`config.mk`:
```
export PLATFORM = sky130hd
export DESIGN_NAME = cpu_datapath
export DESIGN_NICKNAME = d
export VERILOG_FILES = /design/src/design/lc3b_types_pkg.sv /design/src/design/lc3b_ctrl_pkg.sv /design/src/design/cpu_datapath.sv /design/src/design/mem_datapath.sv /design/src/design/ex_datapath.sv /design/src/design/id_datapath.sv /design/src/design/buffer.sv /design/src/design/if_datapath.sv
export SDC_FILE = /design/constraint.sdc
export NUM_CORES = 1
export LEC_CHECK = 0
export ABC_CLOCK_PERIOD_IN_PS = 5300
export BUFFER_PORTS_ARGS = -buffer_cell sky130_fd_sc_hd__buf_4
export CAP_MARGIN = 20
export CELL_PAD_IN_SITES_DETAIL_PLACEMENT = 0
export CELL_PAD_IN_SITES_GLOBAL_PLACEMENT = 1
export CORE_MARGIN = 1.5
export CORE_UTILIZATION = 43
export CTS_BUF_LIST = sky130_fd_sc_hd__clkbuf_8
export DETAILED_ROUTE_END_ITERATION = 12
export PLACE_DENSITY = 0.76
export SLEW_MARGIN = 20
export SYNTH_ARGS = -nofsm -noshare
export SYNTH_HDL_FRONTEND = slang
export SYNTH_SLANG_ARGS = --single-unit
```
`constraint.sdc`:
```
create_clock -name clk -period 5.3 [get_ports clk]
set_input_delay 0.53 -clock clk [delete_from_list [all_inputs] [get_ports clk]]
set_output_delay 0.53 -clock clk [all_outputs]
set_load 0.01 [all_outputs]
```
`src/design/lc3b_types_pkg.sv`:
```
`default_nettype none

package lc3b_types_pkg;

    // datapath and register file sizing
    localparam int word_width = 16;
    localparam int reg_width = 3;
    localparam int reg_count = 8;
    localparam int opcode_width = 4;

    // immediate and offset field widths in the instruction word
    localparam int imm5_width = 5;
    localparam int offset6_width = 6;
    localparam int offset9_width = 9;

    typedef logic [word_width-1:0] lc3b_word;
    typedef logic [reg_width-1:0] lc3b_reg;

    // n, z, p from msb to lsb
    typedef logic [2:0] lc3b_nzp;

    // only the opcodes this core executes
    typedef enum logic [opcode_width-1:0] {
        op_br  = 4'b0000,
        op_add = 4'b0001,
        op_and = 4'b0101,
        op_ldr = 4'b0110,
        op_str = 4'b0111,
        op_not = 4'b1001
    } lc3b_opcode;

endpackage : lc3b_types_pkg

`default_nettype wire
```
`src/design/lc3b_ctrl_pkg.sv`:
```
`default_nettype none

package lc3b_ctrl_pkg;

    typedef enum logic [1:0] {
        alu_add,
        alu_and,
        alu_not,
        alu_pass
    } lc3b_aluop;

    typedef enum logic {
        pc_plus2,
        pc_branch
    } lc3b_pcmux_sel;

    // an all-zero word is a bubble
    typedef struct packed {
        lc3b_types_pkg::lc3b_opcode opcode;
        lc3b_aluop aluop;
        logic imm_sel;
        logic offset6_sel;
        logic load_regfile;
        logic load_cc;
        logic mem_read;
        logic mem_write;
        logic branch;
    } lc3b_control_word;

    // pc already points past the instruction
    typedef struct packed {
        lc3b_types_pkg::lc3b_word pc;
        lc3b_types_pkg::lc3b_word instruction;
    } if_id_t;

    typedef struct packed {
        lc3b_control_word ctrl;
        lc3b_types_pkg::lc3b_word pc;
        lc3b_types_pkg::lc3b_word instruction;
        lc3b_types_pkg::lc3b_reg dest;
        lc3b_types_pkg::lc3b_word src1_data;
        lc3b_types_pkg::lc3b_word src2_data;
    } id_ex_t;

    typedef struct packed {
        lc3b_control_word ctrl;
        lc3b_types_pkg::lc3b_word pc;
        lc3b_types_pkg::lc3b_word instruction;
        lc3b_types_pkg::lc3b_reg dest;
        lc3b_types_pkg::lc3b_word alu;
        lc3b_types_pkg::lc3b_word pc_br;
        lc3b_types_pkg::lc3b_word src2_data;
    } ex_mem_t;

    typedef struct packed {
        lc3b_control_word ctrl;
        lc3b_types_pkg::lc3b_reg dest;
        lc3b_types_pkg::lc3b_word dest_data;
    } mem_wb_t;

endpackage : lc3b_ctrl_pkg

`default_nettype wire

```
`src/design/cpu_datapath.sv`:
```
`timescale 1ns/1ps
`default_nettype none

module cpu_datapath (
    input logic clk,
    input logic rst_n,

    // port A
    input logic resp_a,
    input lc3b_types_pkg::lc3b_word rdata_a,
    output logic read_a,
    output logic write_a,
    output logic [1:0] wmask_a,
    output lc3b_types_pkg::lc3b_word address_a,
    output lc3b_types_pkg::lc3b_word wdata_a,

    // port B
    input logic resp_b,
    input lc3b_types_pkg::lc3b_word rdata_b,
    output logic read_b,
    output logic write_b,
    output logic [1:0] wmask_b,
    output lc3b_types_pkg::lc3b_word address_b,
    output lc3b_types_pkg::lc3b_word wdata_b
);

    logic stall;
    lc3b_ctrl_pkg::lc3b_pcmux_sel pcmux_sel;
    lc3b_types_pkg::lc3b_word pc_br;

    lc3b_ctrl_pkg::if_id_t if_out;
    lc3b_ctrl_pkg::if_id_t if_id;
    lc3b_ctrl_pkg::id_ex_t id_out;
    lc3b_ctrl_pkg::id_ex_t id_ex;
    lc3b_ctrl_pkg::ex_mem_t ex_out;
    lc3b_ctrl_pkg::ex_mem_t ex_mem;
    lc3b_ctrl_pkg::mem_wb_t mem_out;
    lc3b_ctrl_pkg::mem_wb_t mem_wb;

    // port A is read only, full words on both ports
    assign write_a = 1'b0;
    assign wdata_a = '0;
    assign wmask_a = 2'b11;
    assign wmask_b = 2'b11;

    // any outstanding access freezes every stage
    assign stall = (read_a && !resp_a) || ((read_b || write_b) && !resp_b);

    if_datapath if_data (
        .clk(clk),
        .rst_n(rst_n),
        .resp_a(resp_a),
        .rdata_a(rdata_a),
        .read_a(read_a),
        .address_a(address_a),
        .stall(stall),
        .pcmux_sel(pcmux_sel),
        .pc_br(pc_br),
        .if_out(if_out)
    );

    buffer #(.stage_t(lc3b_ctrl_pkg::if_id_t)) if_id_buf (
        .clk(clk),
        .rst_n(rst_n),
        .load(~stall),
        .data_in(if_out),
        .data_out(if_id)
    );

    id_datapath id (
        .clk(clk),
        .rst_n(rst_n),
        .if_id(if_id),
        .wb(mem_wb),
        .id_out(id_out)
    );

    buffer #(.stage_t(lc3b_ctrl_pkg::id_ex_t)) id_ex_buf (
        .clk(clk),
        .rst_n(rst_n),
        .load(~stall),
        .data_in(id_out),
        .data_out(id_ex)
    );

    ex_datapath ex (
        .id_ex(id_ex),
        .ex_out(ex_out)
    );

    buffer #(.stage_t(lc3b_ctrl_pkg::ex_mem_t)) ex_mem_buf (
        .clk(clk),
        .rst_n(rst_n),
        .load(~stall),
        .data_in(ex_out),
        .data_out(ex_mem)
    );

    // the branch decision reaches fetch through pcmux_sel
    mem_datapath mem (
        .clk(clk),
        .rst_n(rst_n),
        .resp_b(resp_b),
        .rdata_b(rdata_b),
        .ex_mem(ex_mem),
        .stall(stall),
        .read_b(read_b),
        .write_b(write_b),
        .address_b(address_b),
        .wdata_b(wdata_b),
        .br_en(),
        .pcmux_sel(pcmux_sel),
        .pc_br(pc_br),
        .mem_out(mem_out)
    );

    buffer #(.stage_t(lc3b_ctrl_pkg::mem_wb_t)) mem_wb_buf (
        .clk(clk),
        .rst_n(rst_n),
        .load(~stall),
        .data_in(mem_out),
        .data_out(mem_wb)
    );

endmodule : cpu_datapath

`default_nettype wire

```
`src/design/mem_datapath.sv`:
```
`timescale 1ns/1ps
`default_nettype none

module mem_datapath (
    input logic clk,
    input logic rst_n,

    // port B, data side
    input logic resp_b,
    input lc3b_types_pkg::lc3b_word rdata_b,

    input lc3b_ctrl_pkg::ex_mem_t ex_mem,
    input logic stall,

    output logic read_b,
    output logic write_b,
    output lc3b_types_pkg::lc3b_word address_b,
    output lc3b_types_pkg::lc3b_word wdata_b,

    output logic br_en,
    output lc3b_ctrl_pkg::lc3b_pcmux_sel pcmux_sel,
    output lc3b_types_pkg::lc3b_word pc_br,

    output lc3b_ctrl_pkg::mem_wb_t mem_out
);

    lc3b_types_pkg::lc3b_nzp cc;
    lc3b_types_pkg::lc3b_nzp cc_next;
    lc3b_types_pkg::lc3b_word dest_data;
    lc3b_types_pkg::lc3b_word rdata_q;
    logic mem_done;

    // access already answered while the pipeline is frozen elsewhere
    always_ff @(posedge clk or negedge rst_n) begin
        if (!rst_n) begin
            mem_done <= 1'b0;
        end else if (!stall) begin
            mem_done <= 1'b0;
        end else if (resp_b && (read_b || write_b)) begin
            mem_done <= 1'b1;
        end
    end

    always_ff @(posedge clk) begin
        if (resp_b && read_b) begin
            rdata_q <= rdata_b;
        end
    end

    assign read_b = ex_mem.ctrl.mem_read && !mem_done;
    assign write_b = ex_mem.ctrl.mem_write && !mem_done;
    assign address_b = ex_mem.alu;
    assign wdata_b = ex_mem.src2_data;

    always_comb begin
        if (!ex_mem.ctrl.mem_read) begin
            dest_data = ex_mem.alu;
        end else if (mem_done) begin
            dest_data = rdata_q;
        end else begin
            dest_data = rdata_b;
        end
    end

    always_comb begin
        if (dest_data[15]) begin
            cc_next = 3'b100;
        end else if (dest_data == '0) begin
            cc_next = 3'b010;
        end else begin
            cc_next = 3'b001;
        end
    end

    always_ff @(posedge clk or negedge rst_n) begin
        if (!rst_n) begin
            cc <= 3'b010;
        end else if (ex_mem.ctrl.load_cc && !stall) begin
            cc <= cc_next;
        end
    end

    // nzp field of the BR against the last written value
    assign br_en = ex_mem.ctrl.branch && ((ex_mem.instruction[11:9] & cc) != '0);
    assign pcmux_sel = br_en ? lc3b_ctrl_pkg::pc_branch : lc3b_ctrl_pkg::pc_plus2;
    assign pc_br = ex_mem.pc_br;

    assign mem_out.ctrl = ex_mem.ctrl;
    assign mem_out.dest = ex_mem.dest;
    assign mem_out.dest_data = dest_data;

endmodule : mem_datapath

`default_nettype wire

```
`src/design/ex_datapath.sv`:
```
`timescale 1ns/1ps
`default_nettype none

module ex_datapath (
    input lc3b_ctrl_pkg::id_ex_t id_ex,
    output lc3b_ctrl_pkg::ex_mem_t ex_out
);

    localparam int w = lc3b_types_pkg::word_width;
    localparam int i5 = lc3b_types_pkg::imm5_width;
    localparam int o6 = lc3b_types_pkg::offset6_width;
    localparam int o9 = lc3b_types_pkg::offset9_width;

    lc3b_types_pkg::lc3b_word instr;
    lc3b_types_pkg::lc3b_word imm5_sext;
    lc3b_types_pkg::lc3b_word offset6_sext;
    lc3b_types_pkg::lc3b_word offset9_sext;
    lc3b_types_pkg::lc3b_word operand_b;
    lc3b_types_pkg::lc3b_word alu_out;

    assign instr = id_ex.instruction;

    // offsets are word offsets, so shifted into byte addresses
    assign imm5_sext = {{(w-i5){instr[i5-1]}}, instr[i5-1:0]};
    assign offset6_sext = {{(w-o6-1){instr[o6-1]}}, instr[o6-1:0], 1'b0};
    assign offset9_sext = {{(w-o9-1){instr[o9-1]}}, instr[o9-1:0], 1'b0};

    always_comb begin
        if (id_ex.ctrl.imm_sel) begin
            operand_b = imm5_sext;
        end else if (id_ex.ctrl.offset6_sel) begin
            operand_b = offset6_sext;
        end else begin
            operand_b = id_ex.src2_data;
        end
    end

    always_comb begin
        case (id_ex.ctrl.aluop)
            lc3b_ctrl_pkg::alu_add: alu_out = id_ex.src1_data + operand_b;
            lc3b_ctrl_pkg::alu_and: alu_out = id_ex.src1_data & operand_b;
            lc3b_ctrl_pkg::alu_not: alu_out = ~id_ex.src1_data;
            default: alu_out = id_ex.src1_data;
        endcase
    end

    assign ex_out.ctrl = id_ex.ctrl;
    assign ex_out.pc = id_ex.pc;
    assign ex_out.instruction = instr;
    assign ex_out.dest = id_ex.dest;
    assign ex_out.alu = alu_out;
    // pc is already past the BR
    assign ex_out.pc_br = id_ex.pc + offset9_sext;
    assign ex_out.src2_data = id_ex.src2_data;

endmodule : ex_datapath

`default_nettype wire

```
`src/design/id_datapath.sv`:
```
`timescale 1ns/1ps
`default_nettype none

module id_datapath (
    input logic clk,
    input logic rst_n,
    input lc3b_ctrl_pkg::if_id_t if_id,
    input lc3b_ctrl_pkg::mem_wb_t wb,
    output lc3b_ctrl_pkg::id_ex_t id_out
);

    lc3b_types_pkg::lc3b_word instr;
    lc3b_ctrl_pkg::lc3b_control_word ctrl;
    lc3b_types_pkg::lc3b_reg src1;
    lc3b_types_pkg::lc3b_reg src2;
    lc3b_types_pkg::lc3b_word regs [lc3b_types_pkg::reg_count];

    assign instr = if_id.instruction;

    always_comb begin
        ctrl = '0;
        src1 = instr[8:6];
        src2 = instr[2:0];
        case (lc3b_types_pkg::lc3b_opcode'(instr[15:12]))
            lc3b_types_pkg::op_add, lc3b_types_pkg::op_and: begin
                ctrl.opcode = lc3b_types_pkg::lc3b_opcode'(instr[15:12]);
                if (instr[15:12] == lc3b_types_pkg::op_add) begin
                    ctrl.aluop = lc3b_ctrl_pkg::alu_add;
                end else begin
                    ctrl.aluop = lc3b_ctrl_pkg::alu_and;
                end
                // bit 5 picks imm5 over SR2
                ctrl.imm_sel = instr[5];
                ctrl.load_regfile = 1'b1;
                ctrl.load_cc = 1'b1;
            end
            lc3b_types_pkg::op_not: begin
                ctrl.opcode = lc3b_types_pkg::op_not;
                ctrl.aluop = lc3b_ctrl_pkg::alu_not;
                ctrl.load_regfile = 1'b1;
                ctrl.load_cc = 1'b1;
            end
            lc3b_types_pkg::op_br: begin
                ctrl.opcode = lc3b_types_pkg::op_br;
                ctrl.aluop = lc3b_ctrl_pkg::alu_pass;
                ctrl.branch = 1'b1;
            end
            lc3b_types_pkg::op_ldr: begin
                ctrl.opcode = lc3b_types_pkg::op_ldr;
                ctrl.aluop = lc3b_ctrl_pkg::alu_add;
                ctrl.offset6_sel = 1'b1;
                ctrl.mem_read = 1'b1;
                ctrl.load_regfile = 1'b1;
                ctrl.load_cc = 1'b1;
            end
            lc3b_types_pkg::op_str: begin
                ctrl.opcode = lc3b_types_pkg::op_str;
                ctrl.aluop = lc3b_ctrl_pkg::alu_add;
                ctrl.offset6_sel = 1'b1;
                ctrl.mem_write = 1'b1;
                // the stored register sits in the dest field
                src2 = instr[11:9];
            end
            default: begin
                // unsupported opcodes become bubbles
                ctrl = '0;
            end
        endcase
    end

    // register file, written from writeback
    always_ff @(posedge clk or negedge rst_n) begin
        if (!rst_n) begin
            for (int i = 0; i < lc3b_types_pkg::reg_count; i++) begin
                regs[i] <= '0;
            end
        end else if (wb.ctrl.load_regfile) begin
            regs[wb.dest] <= wb.dest_data;
        end
    end

    // write-first read so a same-cycle writeback wins
    function automatic lc3b_types_pkg::lc3b_word read_reg(input lc3b_types_pkg::lc3b_reg sel);
        lc3b_types_pkg::lc3b_word value;
        value = regs[sel];
        if (wb.ctrl.load_regfile && (wb.dest == sel)) begin
            value = wb.dest_data;
        end
        return value;
    endfunction

    always_comb begin
        id_out.ctrl = ctrl;
        id_out.pc = if_id.pc;
        id_out.instruction = instr;
        id_out.dest = instr[11:9];
        id_out.src1_data = read_reg(src1);
        id_out.src2_data = read_reg(src2);
    end

endmodule : id_datapath

`default_nettype wire

```
`src/design/buffer.sv`:
```
`timescale 1ns/1ps
`default_nettype none

module buffer #(
    parameter type stage_t = logic
) (
    input logic clk,
    input logic rst_n,
    input logic load,
    input stage_t data_in,
    output stage_t data_out
);

    // cleared contents carry a zero control word, i.e. a bubble
    always_ff @(posedge clk or negedge rst_n) begin
        if (!rst_n) begin
            data_out <= '0;
        end else if (load) begin
            data_out <= data_in;
        end
    end

endmodule : buffer

`default_nettype wire

```
`src/design/if_datapath.sv`:
```
`timescale 1ns/1ps
`default_nettype none

module if_datapath (
    input logic clk,
    input logic rst_n,

    // port A, instruction side
    input logic resp_a,
    input lc3b_types_pkg::lc3b_word rdata_a,
    output logic read_a,
    output lc3b_types_pkg::lc3b_word address_a,

    input logic stall,

    // redirect from the memory stage
    input lc3b_ctrl_pkg::lc3b_pcmux_sel pcmux_sel,
    input lc3b_types_pkg::lc3b_word pc_br,

    output lc3b_ctrl_pkg::if_id_t if_out
);

    lc3b_types_pkg::lc3b_word pc;
    lc3b_types_pkg::lc3b_word pc_plus2;
    lc3b_types_pkg::lc3b_word pc_next;

    assign pc_plus2 = pc + 16'd2;

    always_comb begin
        if (pcmux_sel == lc3b_ctrl_pkg::pc_branch) begin
            pc_next = pc_br;
        end else begin
            pc_next = pc_plus2;
        end
    end

    // advance only once the fetch has returned and nothing downstream waits
    always_ff @(posedge clk or negedge rst_n) begin
        if (!rst_n) begin
            pc <= '0;
        end else if (resp_a && !stall) begin
            pc <= pc_next;
        end
    end

    // fetch runs continuously
    assign read_a = 1'b1;
    assign address_a = pc;

    assign if_out.pc = pc_plus2;
    assign if_out.instruction = rdata_a;

endmodule : if_datapath

`default_nettype wire

```
==> results of run 1 <==
-- timing repair --
| action | CTS | global route |
|---|---|---|
| endpoints found under the setup margin | 0 | 0 |
| hold endpoints to repair | 114 | 0 |
| resized for setup | 0 | 0 |
| buffers inserted | 0 | 0 |
| hold buffers | 3 | 0 |
-- cells by family after synthesis --
group / synth area share, %
flip-flops: 47.3
buffers and inverters: 5.79
multiplexers: 18.5
other: 0.0415
AND/OR/NAND/NOR: 11.9
adder cells (fa/ha/maj): 2.36
AO/OA/AOI/OAI: 11.6
XOR/XNOR: 2.57
-- critical path, stage by stage (launching register included) --
cell and delay [ns]:
sky130_fd_sc_hd__dfrtp_1 0.48, sky130_fd_sc_hd__nor2_1 0.64, sky130_fd_sc_hd__mux2_2 0.42, sky130_fd_sc_hd__ha_1 0.36, sky130_fd_sc_hd__a21oi_1 0.21, sky130_fd_sc_hd__nand2_1 0.07
sky130_fd_sc_hd__o21ai_0 0.42, sky130_fd_sc_hd__nand2_1 0.14, sky130_fd_sc_hd__a2111o_1 0.42, sky130_fd_sc_hd__and3_1 0.14
-- metal layers --
| layer | track usage [%] | vias to the layer above | wire length (µm) |
|---|---|---|---|
| met5 | 0 | - | 0 |
| met4 | 6.87 | 0 | 1180 |
| met3 | 4.17 | 80 | 2460 |
| met2 | 32.9 | 335 | 20500 |
| met1 | 30.3 | 6347 | 21300 |
| li1 | - | 6080 | - |
-- cell usage after synthesis, drive strengths merged (4+ instances only) --
| cell type | number | area [µm²] |
|---|---|---|
| xor2 | 27 | 236 |
| a211oi | 4 | 30.0 |
| and3 | 5 | 31.3 |
| o41ai | 5 | 43.8 |
| a21o | 21 | 158 |
| edfxtp | 16 | 480 |
| o211ai | 7 | 52.6 |
| a221o | 16 | 160 |
| nor2 | 50 | 188 |
| nor2b | 6 | 37.5 |
| a31oi | 9 | 56.3 |
| mux2 | 165 | 1860 |
| inv | 22 | 82.6 |
| nand4 | 15 | 93.8 |
| clkbuf | 94 | 355 |
| o21a | 5 | 37.5 |
| mux2i | 75 | 767 |
| mux4 | 32 | 721 |
| o22ai | 25 | 156 |
| a21oi | 56 | 280 |
| nor3 | 11 | 55.1 |
| nand2 | 357 | 1340 |
| dfrtp | 322 | 8060 |
| buf | 82 | 609 |
| o31ai | 6 | 45.0 |
| xnor2 | 26 | 228 |
| and2 | 19 | 119 |
| nor3b | 4 | 35.0 |
| a221oi | 24 | 210 |
| nand3 | 19 | 95.1 |
| ha | 31 | 388 |
| nand2b | 7 | 43.8 |
| o21ai | 126 | 631 |
| nand4b | 4 | 50.1 |
-- path summary, 6_finish.rpt --
kind	startpoint	to	cells after the start
max	id_ex_buf.data_out[73]$_DFFE_PN0N_	ex_mem_buf.data_out[42]$_DFFE_PN0N_	9
min	rdata_b[12]	mem.rdata_q[12]$_DFFE_PP_	1
max reg2reg	id_ex_buf.data_out[73]$_DFFE_PN0N_	ex_mem_buf.data_out[42]$_DFFE_PN0N_	9
min reg2reg	if_id_buf.data_out[21]$_DFFE_PN0N_	id_ex_buf.data_out[56]$_DFFE_PN0N_	2
max in group asynchronous	rst_n	if_id_buf.data_out[20]$_DFFE_PN0N_	3
min in group asynchronous	rst_n	id.regs[25]$_DFFE_PN0P_	2
-- registers in the layout, summed over array words and instances (netlist names) --
register and flops:
ex_mem_buf.data_out 55, id.regs 128, id_ex_buf.data_out 68, if_data.address_a 16
if_id_buf.data_out 32, mem.cc 3, mem.mem_done 1, mem.rdata_q 16
mem_wb_buf.data_out 20
-- placed cells by master, fill, tap and decap left out, drive strengths merged, types with 5 or more instances in the layout --
cell type / synthesis / layout
o31ai: 6 / 6
nand2: 357 / 357
nand4: 15 / 15
o21a: 5 / 5
mux2: 165 / 165
o211ai: 7 / 7
o21ai: 126 / 126
conb: 2 / 22
dfrtp: 322 / 322
xor2: 27 / 27
nor2b: 6 / 6
clkbuf: 94 / 79
a21oi: 56 / 56
o41ai: 5 / 5
ha: 31 / 31
and3: 5 / 5
a21o: 21 / 21
mux2i: 75 / 75
inv: 22 / 40
clkinv: 0 / 6
nor3: 11 / 11
nand3: 19 / 19
edfxtp: 16 / 16
a221oi: 24 / 24
buf: 82 / 109
nor2: 50 / 50
xnor2: 26 / 26
a221o: 16 / 16
o22ai: 25 / 25
nand2b: 7 / 7
mux4: 32 / 32
and2: 19 / 19
a31oi: 9 / 9
-- stage by stage --
step                area (µm²)  hold slack, ns  setup slack (ns)  total power [mW]  std cells
finish                   20100          0.0451              1.90              10.7       2326
global route             20100         0.00597              1.63              11.4       2326
CTS                      20100         0.00213              1.90              10.7       2325
detailed placement       18800           0.449              1.92              8.13       2216
global placement         18800           0.448              1.92              8.02       2215
floorplan                18200           0.234              2.53              7.01       1752
-- power groups by stage --
| stage | logic (mW) | clock network (mW) | registers, mW |
|---|---|---|---|
| after detailed placement | 3.59 | 0 | 4.54 |
| after global placement | 3.53 | 0 | 4.49 |
| after CTS | 3.61 | 2.61 | 4.51 |
| after global routing | 3.99 | 2.71 | 4.67 |
| final | 3.60 | 2.54 | 4.52 |
| after floorplan | 2.96 | 0 | 4.04 |
-- cell type report --
type | instances | area share, %
Multi-Input combinational cell | 1215 | 42.8
Sequential cell | 339 | 42.6
Clock buffer | 79 | 5.40
Timing Repair Buffer | 112 | 4.52
Tap cell | 532 | 3.31
Clock inverter | 27 | 0.939
Inverter | 22 | 0.410
==> results.md, run 1 <==
* Data arrival at the endpoint of the critical path at between 3 and 4 ns
* Floorplan core area at about 0.041 mm²
* Psw at 3.93 mW
* Total via count in the routed design at roughly 13,000
* Layout-stage area growth over the synthesis result at 11.2%
* Maximum number of pins on one net before global-route repair at roughly 150
* Aggregate global-route resource usage at between 20% and 30%
* Die W at roughly 210 µm
* CTS Sinks at between 300 and 400
* Overflow left after global routing at 0
* Number of flip-flops and latches in the synthesized netlist at approximately 340
* Initial antenna violation count at 0
* Class of the worst hold path: in2reg
* Footprint of the multi-input gates at between 0.008 and 0.009 mm²
* Wire length after detailed routing at 45,500 µm
* Fraction of final layout cells sized beyond drive strength 1 at between 20% and 30%
* DRC violation count after routing at 0
* Critical path required time at between 5 and 6 ns
* Flop2flop setup slack at about 1.9 ns
* Status: finished, final reports clean
* Classification of the worst setup path: reg2reg
* Final Hold Vio Count at 0
* Power Density at 530 mW/mm²
* Final core utilization at 48.8%
* Slew at the pin with the worst max-slew slack at 1.10 ns
* Yosys warning total at 0
* Number of levels in the clock H-tree at 2
* 1st-iter DRT viols at 830
* Post-synthesis cell area at about 0.018 mm²
* Period utilization at approximately 64%
* Most frequently used flop master after synthesis: sky130_fd_sc_hd__dfrtp_1
* Port Buf Inserts at 85
* CP Max Fanout at 12
* Via count of the first global-routing pass at approximately 13,000
* HPWL reported at the end of detailed placement at about 30,000 µm
* Post-Syn Area per Cell at 10.4 µm²
* Total Neg Setup Slack at 0 ns
* Clock insertion delay at the later pin of the skew report at between 0.6 and 0.7 ns
* Seq pwr share at between 40% and 50%
* Post-route clock skew at roughly 0.043 ns
* Worst Setup End Kind: register
* Switching share of power at a little under two fifths
* Internal power contribution at about 6.7 mW
* Via-to-Cell Ratio at 5.52
* Lkg Pwr at around 9.5 nW
* Wire length of the first global-routing pass at 73,100 µm
* RSZ-0062 raised after global routing: false
* Cts bufs inserted at between 50 and 60
* Top achievable clock speed at a little under 300 MHz
* Number of flops mapped to enable cells by yosys at 16
* Sequential cell area at between 0.008 and 0.009 mm²
* Clk Tree Root Cell: sky130_fd_sc_hd__clkbuf_8
* Antenna diode instance count at 0
* Nets at 1,816
* Fraction of power consumed by combinational cells at around a third
* Vert. Die Dim at between 200 and 250 µm
* Syn Inst Count at approximately 1,700
* Worst relative slew slack at about a quarter
* Pins over their slew limit at 0
* Top Ports at ~110
* Fraction of the yosys area taken by sequential cells at a little under half
* Final min period at ~3.4 ns
* Final weighted congestion of routability-driven global placement at 0.869
* Site Rows at 74
* Detailed-routing iteration count for the pre-antenna-repair pass at 5
* Detailed-route wire length per cell at between 15 and 20 µm
* Relative contribution of the clock network to total power at 23.8%
* Maximum capacitance violations at 0
* Setup-violating endpoint count in the final report at 0
* Maximum root-to-sink buffer count at 3
* Worst vdd rail ir drop at between 0.2 and 0.25 mV
* Final-layout fill cell count at roughly 3,800
* Count of different cell masters after synthesis at 70
* Asr flop ratio synth at approximately 95%
* Post-DRT Antenna Nets at 0
* Kind of launch point of the worst setup path: register
* TritonCTS clock tree: yes
* Initial standard-cell utilization of the core at a little over two fifths
* Clock slew seen by the registers of the worst setup and hold paths at ~0.06 ns
* Area of the die at roughly 0.043 mm²
Note: power is estimated with default switching activity, not from simulation.
==> inputs of run 2 (changes only) <==
ABC_AREA = 1   (was default)
ABC_CLOCK_PERIOD_IN_PS = 3450   (was 5300)
PLACE_DENSITY = 0.8   (was 0.76)
clock period = 3.45 ns   (was 5.3 ns; I/O delays follow)
==> run 2 against run 1 <==
Compared with the run above:
- final area is 3.0% higher
- clock skew fell by 0.018 ns
- total power grew 60%
- setup slack worse by 1.4 ns
- sequential share of layout area is 1.2 points lower
- critical path depth grew 4
==> results.md, run 2 <==
* Classification of the worst setup path: reg2reg
* Class of the worst hold path: in2reg
* Asr flop ratio synth at a little over nine tenths
* Top achievable clock speed at between 300 and 400 MHz
* Footprint of the multi-input gates at approximately 0.008 mm²
* Total via count in the routed design at 16,615
* Antenna diode instance count at 0
* Post-DRT Antenna Nets at 0
* Cell family contributing the most delay on the critical path: compound AO/OA/AOI/OAI gates
* Yosys warning total at 0
* Total power at between 15 and 20 mW
* Most used cell, CP: sky130_fd_sc_hd__nand2_1
* Worst vdd rail ir drop at ~0.39 mV
* Maximum capacitance violations at 0
* Post-route clock skew at 0.0249 ns
* HPWL reported at the end of detailed placement at between 30,000 and 40,000 µm
* Clock slew seen by the registers of the worst setup and hold paths at 0.06 ns
* Count leader, synth: sky130_fd_sc_hd__nand2_1
* Clk Tree Root Cell: sky130_fd_sc_hd__clkbuf_8
* Final design area excluding fillers at between 0.02 and 0.025 mm²
* Most frequently used flop master after synthesis: sky130_fd_sc_hd__dfrtp_1
* Fraction of the yosys area taken by sequential cells at between 40% and 50%
* Site Rows at 75
* Main area contributors after synthesis: sky130_fd_sc_hd__dfrtp_1, sky130_fd_sc_hd__nand2_1, sky130_fd_sc_hd__o21ai_0
* Status: finished, final reports clean
* Fraction of final layout cells sized beyond drive strength 1 at under 10%
* Via count of the first global-routing pass at around 16,000
* Setup-violating endpoint count in the final report at 0
* RSZ-0062 raised after global routing: false
* Data arrival at the endpoint of the critical path at 3.46 ns
* Worst relative slew slack at 34.8%
* Cells traversed along the worst timing path: nand2_1 -> a21boi_1 -> o21ai_0 -> ha_1 -> nand2_1 -> inv_1 -> a21oi_1 -> nand2_1 -> or2_2 -> nand3_1 -> o211ai_1 -> nand2_1 -> nand2_1
* Total placed instance area at ~0.019 mm²
* Regs by FF count: id.regs x128, id_ex_buf.data_out x68, ex_mem_buf.data_out x55
* Final Hold Vio Count at 0
* Maximum root-to-sink buffer count at 3
* Leading cell types by count after synthesis: sky130_fd_sc_hd__nand2_1, sky130_fd_sc_hd__o21ai_0, sky130_fd_sc_hd__dfrtp_1
* Total Neg Setup Slack at 0 ns
* Final core utilization at approximately half
* Kind of launch point of the worst setup path: register
* Flip-flop count of the largest register, all copies and words added at between 100 and 150
* Pins over their slew limit at 0
* Register containing the most flip-flops in the final layout: id.regs
* Worst Setup End Kind: register
* 1st-iter DRT viols at around 1,500
* Detailed-route wire length per cell at about 18 µm
* Top Ports at 108
* Worst-path cell with the longest stage delay: sky130_fd_sc_hd__a21boi_1
* Number of flip-flops and latches in the synthesized netlist at 339
* Initial standard-cell utilization of the core at a little over two fifths
* DRC violation count after routing at 0
* Final-layout fill cell count at 4,243
* Vert. Die Dim at approximately 210 µm
* CP Max Fanout at 10
* Nets at approximately 2,600
* Layout-stage area growth over the synthesis result at 12.5%
* Sequential cell area at 0.00857 mm²
* Cell taking the most area after synthesis: sky130_fd_sc_hd__dfrtp_1
* TritonCTS clock tree: yes
* CTS Sinks at roughly 340
* Number of flops mapped to enable cells by yosys at 16
* Initial antenna violation count at 0
* Final min period at ~2.9 ns
* Post-synthesis cell area at 0.0184 mm²
* Slew at the pin with the worst max-slew slack at between 0.9 and 1 ns
* Post-CTS setup-driven buffer insertion count at 0
* Maximum number of pins on one net before global-route repair at roughly 120
* Wire length of the first global-routing pass at between 80,000 and 90,000 µm
* Largest stage delay on the critical path at 0.58 ns
* Cts bufs inserted at 60
* Most common cell after layout, fill and taps aside: sky130_fd_sc_hd__nand2_1
* Period utilization at a little over four fifths
* Overflow left after global routing at 0
* Via-to-Cell Ratio at between 5 and 6
* Critical path required time at about 4 ns
* Aggregate global-route resource usage at between 20% and 30%
* Count of different cell masters after synthesis at 47
* Post-Syn Area per Cell at 7.60 µm²
* Wire length after detailed routing at 56,400 µm
* Final weighted congestion of routability-driven global placement at ~0.89
* Floorplan core area at 0.0421 mm²
* Clock insertion delay at the later pin of the skew report at ~0.67 ns
* Post-synth top area share at a little over two fifths
* Power Density at around 800 mW/mm²
* Die W at about 210 µm
* Detailed-routing iteration count for the pre-antenna-repair pass at 6
* Area of the die at 0.0441 mm²
* Syn Inst Count at roughly 2,400
* Most frequent cells in the layout: sky130_fd_sc_hd__nand2_1, sky130_fd_sc_hd__o21ai_0, sky130_fd_sc_hd__dfrtp_1, sky130_fd_sc_hd__nand3_1, sky130_fd_sc_hd__inv_1
* Port Buf Inserts at 85
* Lkg Pwr at a little over 10 nW
* Crit path buffers/inverters at 1
* Number of levels in the clock H-tree at 2
## run 2: final timing paths
kind	from	end	slack (ns)	cells after the start
max in group asynchronous	rst_n	if_id_buf.data_out[6]$_DFFE_PN0N_	2.25	3
min in group asynchronous	rst_n	if_id_buf.data_out[19]$_DFFE_PN0N_	0.29	2
worst min-delay path	resp_b	mem.mem_done$_DFFE_PN0P_	0.13	5
worst min register to register	if_id_buf.data_out[30]$_DFFE_PN0N_	id_ex_buf.data_out[65]$_DFFE_PN0N_	0.47	2
worst max-delay path	id_ex_buf.data_out[73]$_DFFE_PN0N_	ex_mem_buf.data_out[39]$_DFFE_PN0N_	0.53	13
worst max register to register	id_ex_buf.data_out[73]$_DFFE_PN0N_	ex_mem_buf.data_out[39]$_DFFE_PN0N_	0.53	13
## run 2: final cells by class
type | count | area share, %
clock buffer | 71 | 4.72
clock inverter | 37 | 1.00
inverter | 205 | 3.73
multi-input combinational | 1719 | 39.5
sequential | 339 | 41.3
tap | 539 | 3.26
timing repair buffer | 156 | 6.45
## run 2: cell families after synthesis
logic type / count (synthesis) / share of synthesized area (%)
adder cells (fa/ha/maj): 33 / 2.32
buffers and inverters: 385 / 9.56
AO/OA/AOI/OAI: 529 / 15.5
flip-flops: 339 / 46.5
AND/OR/NAND/NOR: 1119 / 25.3
other: 2 / 0.0408
XOR/XNOR: 16 / 0.761
## run 2: metrics by stage
stage | setup WS [ns] | std cells | hold slack (ns)
2_1_floorplan | 0.921 | 2443 | 0.0494
3_3_place_gp | 0.625 | 2925 | 0.418
3_5_place_dp | 0.556 | 2925 | 0.418
4_1_cts | 0.538 | 3066 | 0.0813
5_1_grt | 0.226 | 3066 | 0.155
6_report | 0.534 | 3066 | 0.126
## run 2: timing repair
action                                  4_1_cts  5_1_grt
hold endpoints to repair                    115        0
gates resized for setup                       0        0
endpoints found under the setup margin        0        0
hold buffers                                 33        0
## run 2: power by group
group / switching, mW / total, mW / leakage (nW) / internal (mW)
sequential: 1.28 / 6.71 / 4.28 / 5.44
clock: 1.72 / 3.72 / 0.712 / 2.00
combinational: 4.23 / 6.62 / 5.07 / 2.39
total: 7.22 / 17.1 / 10.1 / 9.83
## run 2: tightest hold or removal path, stage by stage
cell,delay [ns]
sky130_fd_sc_hd__buf_4,0.13
sky130_fd_sc_hd__inv_1,0.07
sky130_fd_sc_hd__o21ai_0,0.10
sky130_fd_sc_hd__nand2_1,0.07
sky130_fd_sc_hd__inv_1,0.03
## run 2: per-layer routing
| metal | wire length (µm) | up-vias | track usage [%] |
|---|---|---|---|
| met5 | 0 | - | 0 |
| met4 | 1540 | 0 | 8.96 |
| met3 | 4050 | 110 | 4.38 |
| met2 | 25000 | 616 | 39.7 |
| met1 | 25800 | 7882 | 37.2 |
| li1 | - | 8007 | - |
==> inputs of run 3 (changes only) <==
ABC_AREA = 0   (was 1)
ABC_CLOCK_PERIOD_IN_PS = 2900   (was 3450)
PLACE_DENSITY = 0.76   (was 0.8)
clock period = 2.9 ns   (was 3.45 ns; I/O delays follow)
==> run 3 against run 2 <==
Compared with the run above:
- fmax rose by 6.3%
- clock-buffer cell count is 4 higher
- combinational power increased by 4.1%
- critical endpoint is now ex_mem_buf.data_out[42]$_DFFE_PN0N_
- clock power rose by 20%
- critical path depth is 4 lower
- flip-flop and latch count unchanged
- largest cell class is now multi-input gates
- sequential share of layout area about the same
- sequential power is 22% higher
- worst hold slack better by 0.029 ns
==> results.md, run 3 (synthesis gave the netlist of run 1 again) <==
* Maximum number of pins on one net before global-route repair at 80
* Power Density at 943 mW/mm²
* Initial antenna violation count at 0
* RSZ-0062 raised after global routing: false
* Nets at 1,889
* Vert. Die Dim at between 200 and 250 µm
* Worst vdd rail ir drop at about 0.42 mV
* Total via count in the routed design at 13,216
* Maximum root-to-sink buffer count at 3
* DRC violation count after routing at 0
* Worst path setup slack after routing at 0.158 ns
* Period utilization at a little over nine tenths
* Worst relative slew slack at between 40% and 50%
* Post-DRT Antenna Nets at 0
* CP Max Fanout at 4
* Floorplan core area at 0.0412 mm²
* Critical path required time at approximately 3.5 ns
* Data arrival at the endpoint of the critical path at approximately 3.3 ns
* Via count of the first global-routing pass at 13,351
* RR Startpoint: id_ex_buf.data_out[73]$_DFFE_PN0N_
* Via-to-Cell Ratio at between 5 and 6
* Classification of the worst setup path: reg2reg
* Aggregate global-route resource usage at between 20% and 30%
* Most common cell after layout, fill and taps aside: sky130_fd_sc_hd__nand2_1
* Die W at about 210 µm
* Register containing the most flip-flops in the final layout: id.regs
* Hold Slack at about 0.16 ns
* Area of the die at about 0.043 mm²
* Internal power contribution at 12.3 mW
* CTS Sinks at about 340
* Final Hold Vio Count at 0
* Cts bufs inserted at 58
* Initial standard-cell utilization of the core at about 44%
* Final design area excluding fillers at 0.0207 mm²
* Worst Setup End Kind: register
* Port Buf Inserts at 85
* Maximum capacitance violations at 0
* Detailed-routing iteration count for the pre-antenna-repair pass at 5
* TritonCTS clock tree: yes
* Lkg Pwr at 9.84 nW
* Post-route clock skew at 0.0585 ns
* Final min period at around 2.7 ns
* Total placed instance area at 0.0192 mm²
* Switching share of power at between 30% and 40%
* Sequential cell area at about 0.0086 mm²
* Number of levels in the clock H-tree at 2
* Most frequent cells in the layout: sky130_fd_sc_hd__nand2_1, sky130_fd_sc_hd__dfrtp_1, sky130_fd_sc_hd__mux2_2, sky130_fd_sc_hd__buf_4, sky130_fd_sc_hd__o21ai_0
* Psw at 7.26 mW
* Total power at just under 20 mW
* Wire length of the first global-routing pass at 75,100 µm
* Post-place setup slack at -0.00699 ns
* Endpoint of the most critical setup path: ex_mem_buf.data_out[42]$_DFFE_PN0N_
* CP Launch Point: id_ex_buf.data_out[73]$_DFFE_PN0N_
* Fraction of power consumed by combinational cells at a little over a third
* Seq pwr share at between 40% and 50%
* Worst reg2reg path endpoint: ex_mem_buf.data_out[42]$_DFFE_PN0N_
* Overflow left after global routing at 0
* Clk Tree Root Cell: sky130_fd_sc_hd__clkbuf_8
* HPWL reported at the end of detailed placement at ~32,000 µm
* Setup-violating endpoint count in the final report at 0
* Class of the worst hold path: in2async
* Wire length after detailed routing at between 40,000 and 50,000 µm
* Top achievable clock speed at roughly 360 MHz
* Site Rows at 74
* Layout-stage area growth over the synthesis result at 14.6%
* 1st-iter DRT viols at between 1,000 and 1,500
* Top Ports at roughly 110
* Worst r2r path cells at 9
* Fraction of final layout cells sized beyond drive strength 1 at about a quarter
* Clock insertion delay at the later pin of the skew report at between 0.6 and 0.7 ns
* Pins over their slew limit at 0
* Kind of launch point of the worst setup path: register
* Flip-flop count of the largest register, all copies and words added at about 130
* Post-CTS setup-driven buffer insertion count at 0
* Regs by FF count: id.regs x128, id_ex_buf.data_out x68, ex_mem_buf.data_out x55
* Relative contribution of the clock network to total power at about 23%
* Clock slew seen by the registers of the worst setup and hold paths at around 0.06 ns
* Final weighted congestion of routability-driven global placement at between 0.8 and 0.9
* Footprint of the multi-input gates at about 0.0086 mm²
* Detailed-route wire length per cell at 19.4 µm
* Flop2flop setup slack at 0.16 ns
* Final-layout fill cell count at between 3,000 and 4,000
* Status: finished, final reports clean
* Slew at the pin with the worst max-slew slack at just under 0.8 ns
## run 3: worst min path at each step
stage	from	endpoint	slack [ns]
3_3_place_gp	rst_n	id.regs[73]$_DFFE_PN0P_	0.30
2_1_floorplan	rst_n	ex_mem_buf.data_out[0]$_DFFE_PN0N_	-0.006
6_report	rst_n	id.regs[105]$_DFFE_PN0P_	0.16
4_1_cts	resp_b	ex_mem_buf.data_out[4]$_DFFE_PN0N_	0.12
3_5_place_dp	rst_n	id.regs[105]$_DFFE_PN0P_	0.30
5_1_grt	resp_b	ex_mem_buf.data_out[4]$_DFFE_PN0N_	0.18
## run 3: cell type report
class | instances | area share [%]
Antenna cell | 2 | 0.0241
Clock buffer | 75 | 4.98
Clock inverter | 34 | 0.905
Inverter | 22 | 0.398
Multi-Input combinational cell | 1215 | 41.4
Sequential cell | 339 | 41.3
Tap cell | 532 | 3.21
Timing Repair Buffer | 184 | 7.73
## run 3: worst max-delay path, stage by stage, from the launching register on
cell,delay [ns]
sky130_fd_sc_hd__dfrtp_1,0.41
sky130_fd_sc_hd__nor2_1,0.23
sky130_fd_sc_hd__mux2_2,0.38
sky130_fd_sc_hd__ha_1,0.34
sky130_fd_sc_hd__a21oi_1,0.19
sky130_fd_sc_hd__nand2_1,0.07
sky130_fd_sc_hd__o21ai_1,0.35
sky130_fd_sc_hd__nand2_1,0.13
sky130_fd_sc_hd__a2111o_1,0.42
sky130_fd_sc_hd__and3_1,0.14
## run 3: routing by layer
metal / vias to the layer above / GRT usage [%] / wire [µm]
li1: 6249 / - / -
met1: 6537 / 30.9 / 21900
met2: 334 / 34.1 / 21300
met3: 96 / 3.70 / 2310
met4: 0 / 7.15 / 1190
met5: - / 0 / 0
## run 3: stage by stage
| step | cells | util, % | setup TNS (ns) |
|---|---|---|---|
| 6_report | 2403 | 50.3 | 0 |
| 5_1_grt | 2401 | 50.3 | 0 |
| 4_1_cts | 2401 | 50.3 | 0 |
| 3_5_place_dp | 2257 | 46.5 | -0.00699 |
| 3_3_place_gp | 2257 | 46.5 | 0 |
| 2_1_floorplan | 1752 | - | 0 |
## run 3: what timing repair did
action	4_1_cts	5_1_grt
setup endpoints to repair	1	0
gates resized for setup	1	0
hold endpoints to repair	102	0
hold buffers	35	0
## run 3: power by group through the flow
| stage | Sequential [mW] | Clock, mW | Combinational, mW |
|---|---|---|---|
| final | 8.18 | 4.47 | 6.89 |
| after global routing | 8.44 | 4.79 | 7.62 |
| after CTS | 8.15 | 4.59 | 6.90 |
| after detailed placement | 8.22 | 0 | 6.83 |
| after global placement | 8.12 | 0 | 6.73 |
| after floorplan | 7.39 | 0 | 5.42 |
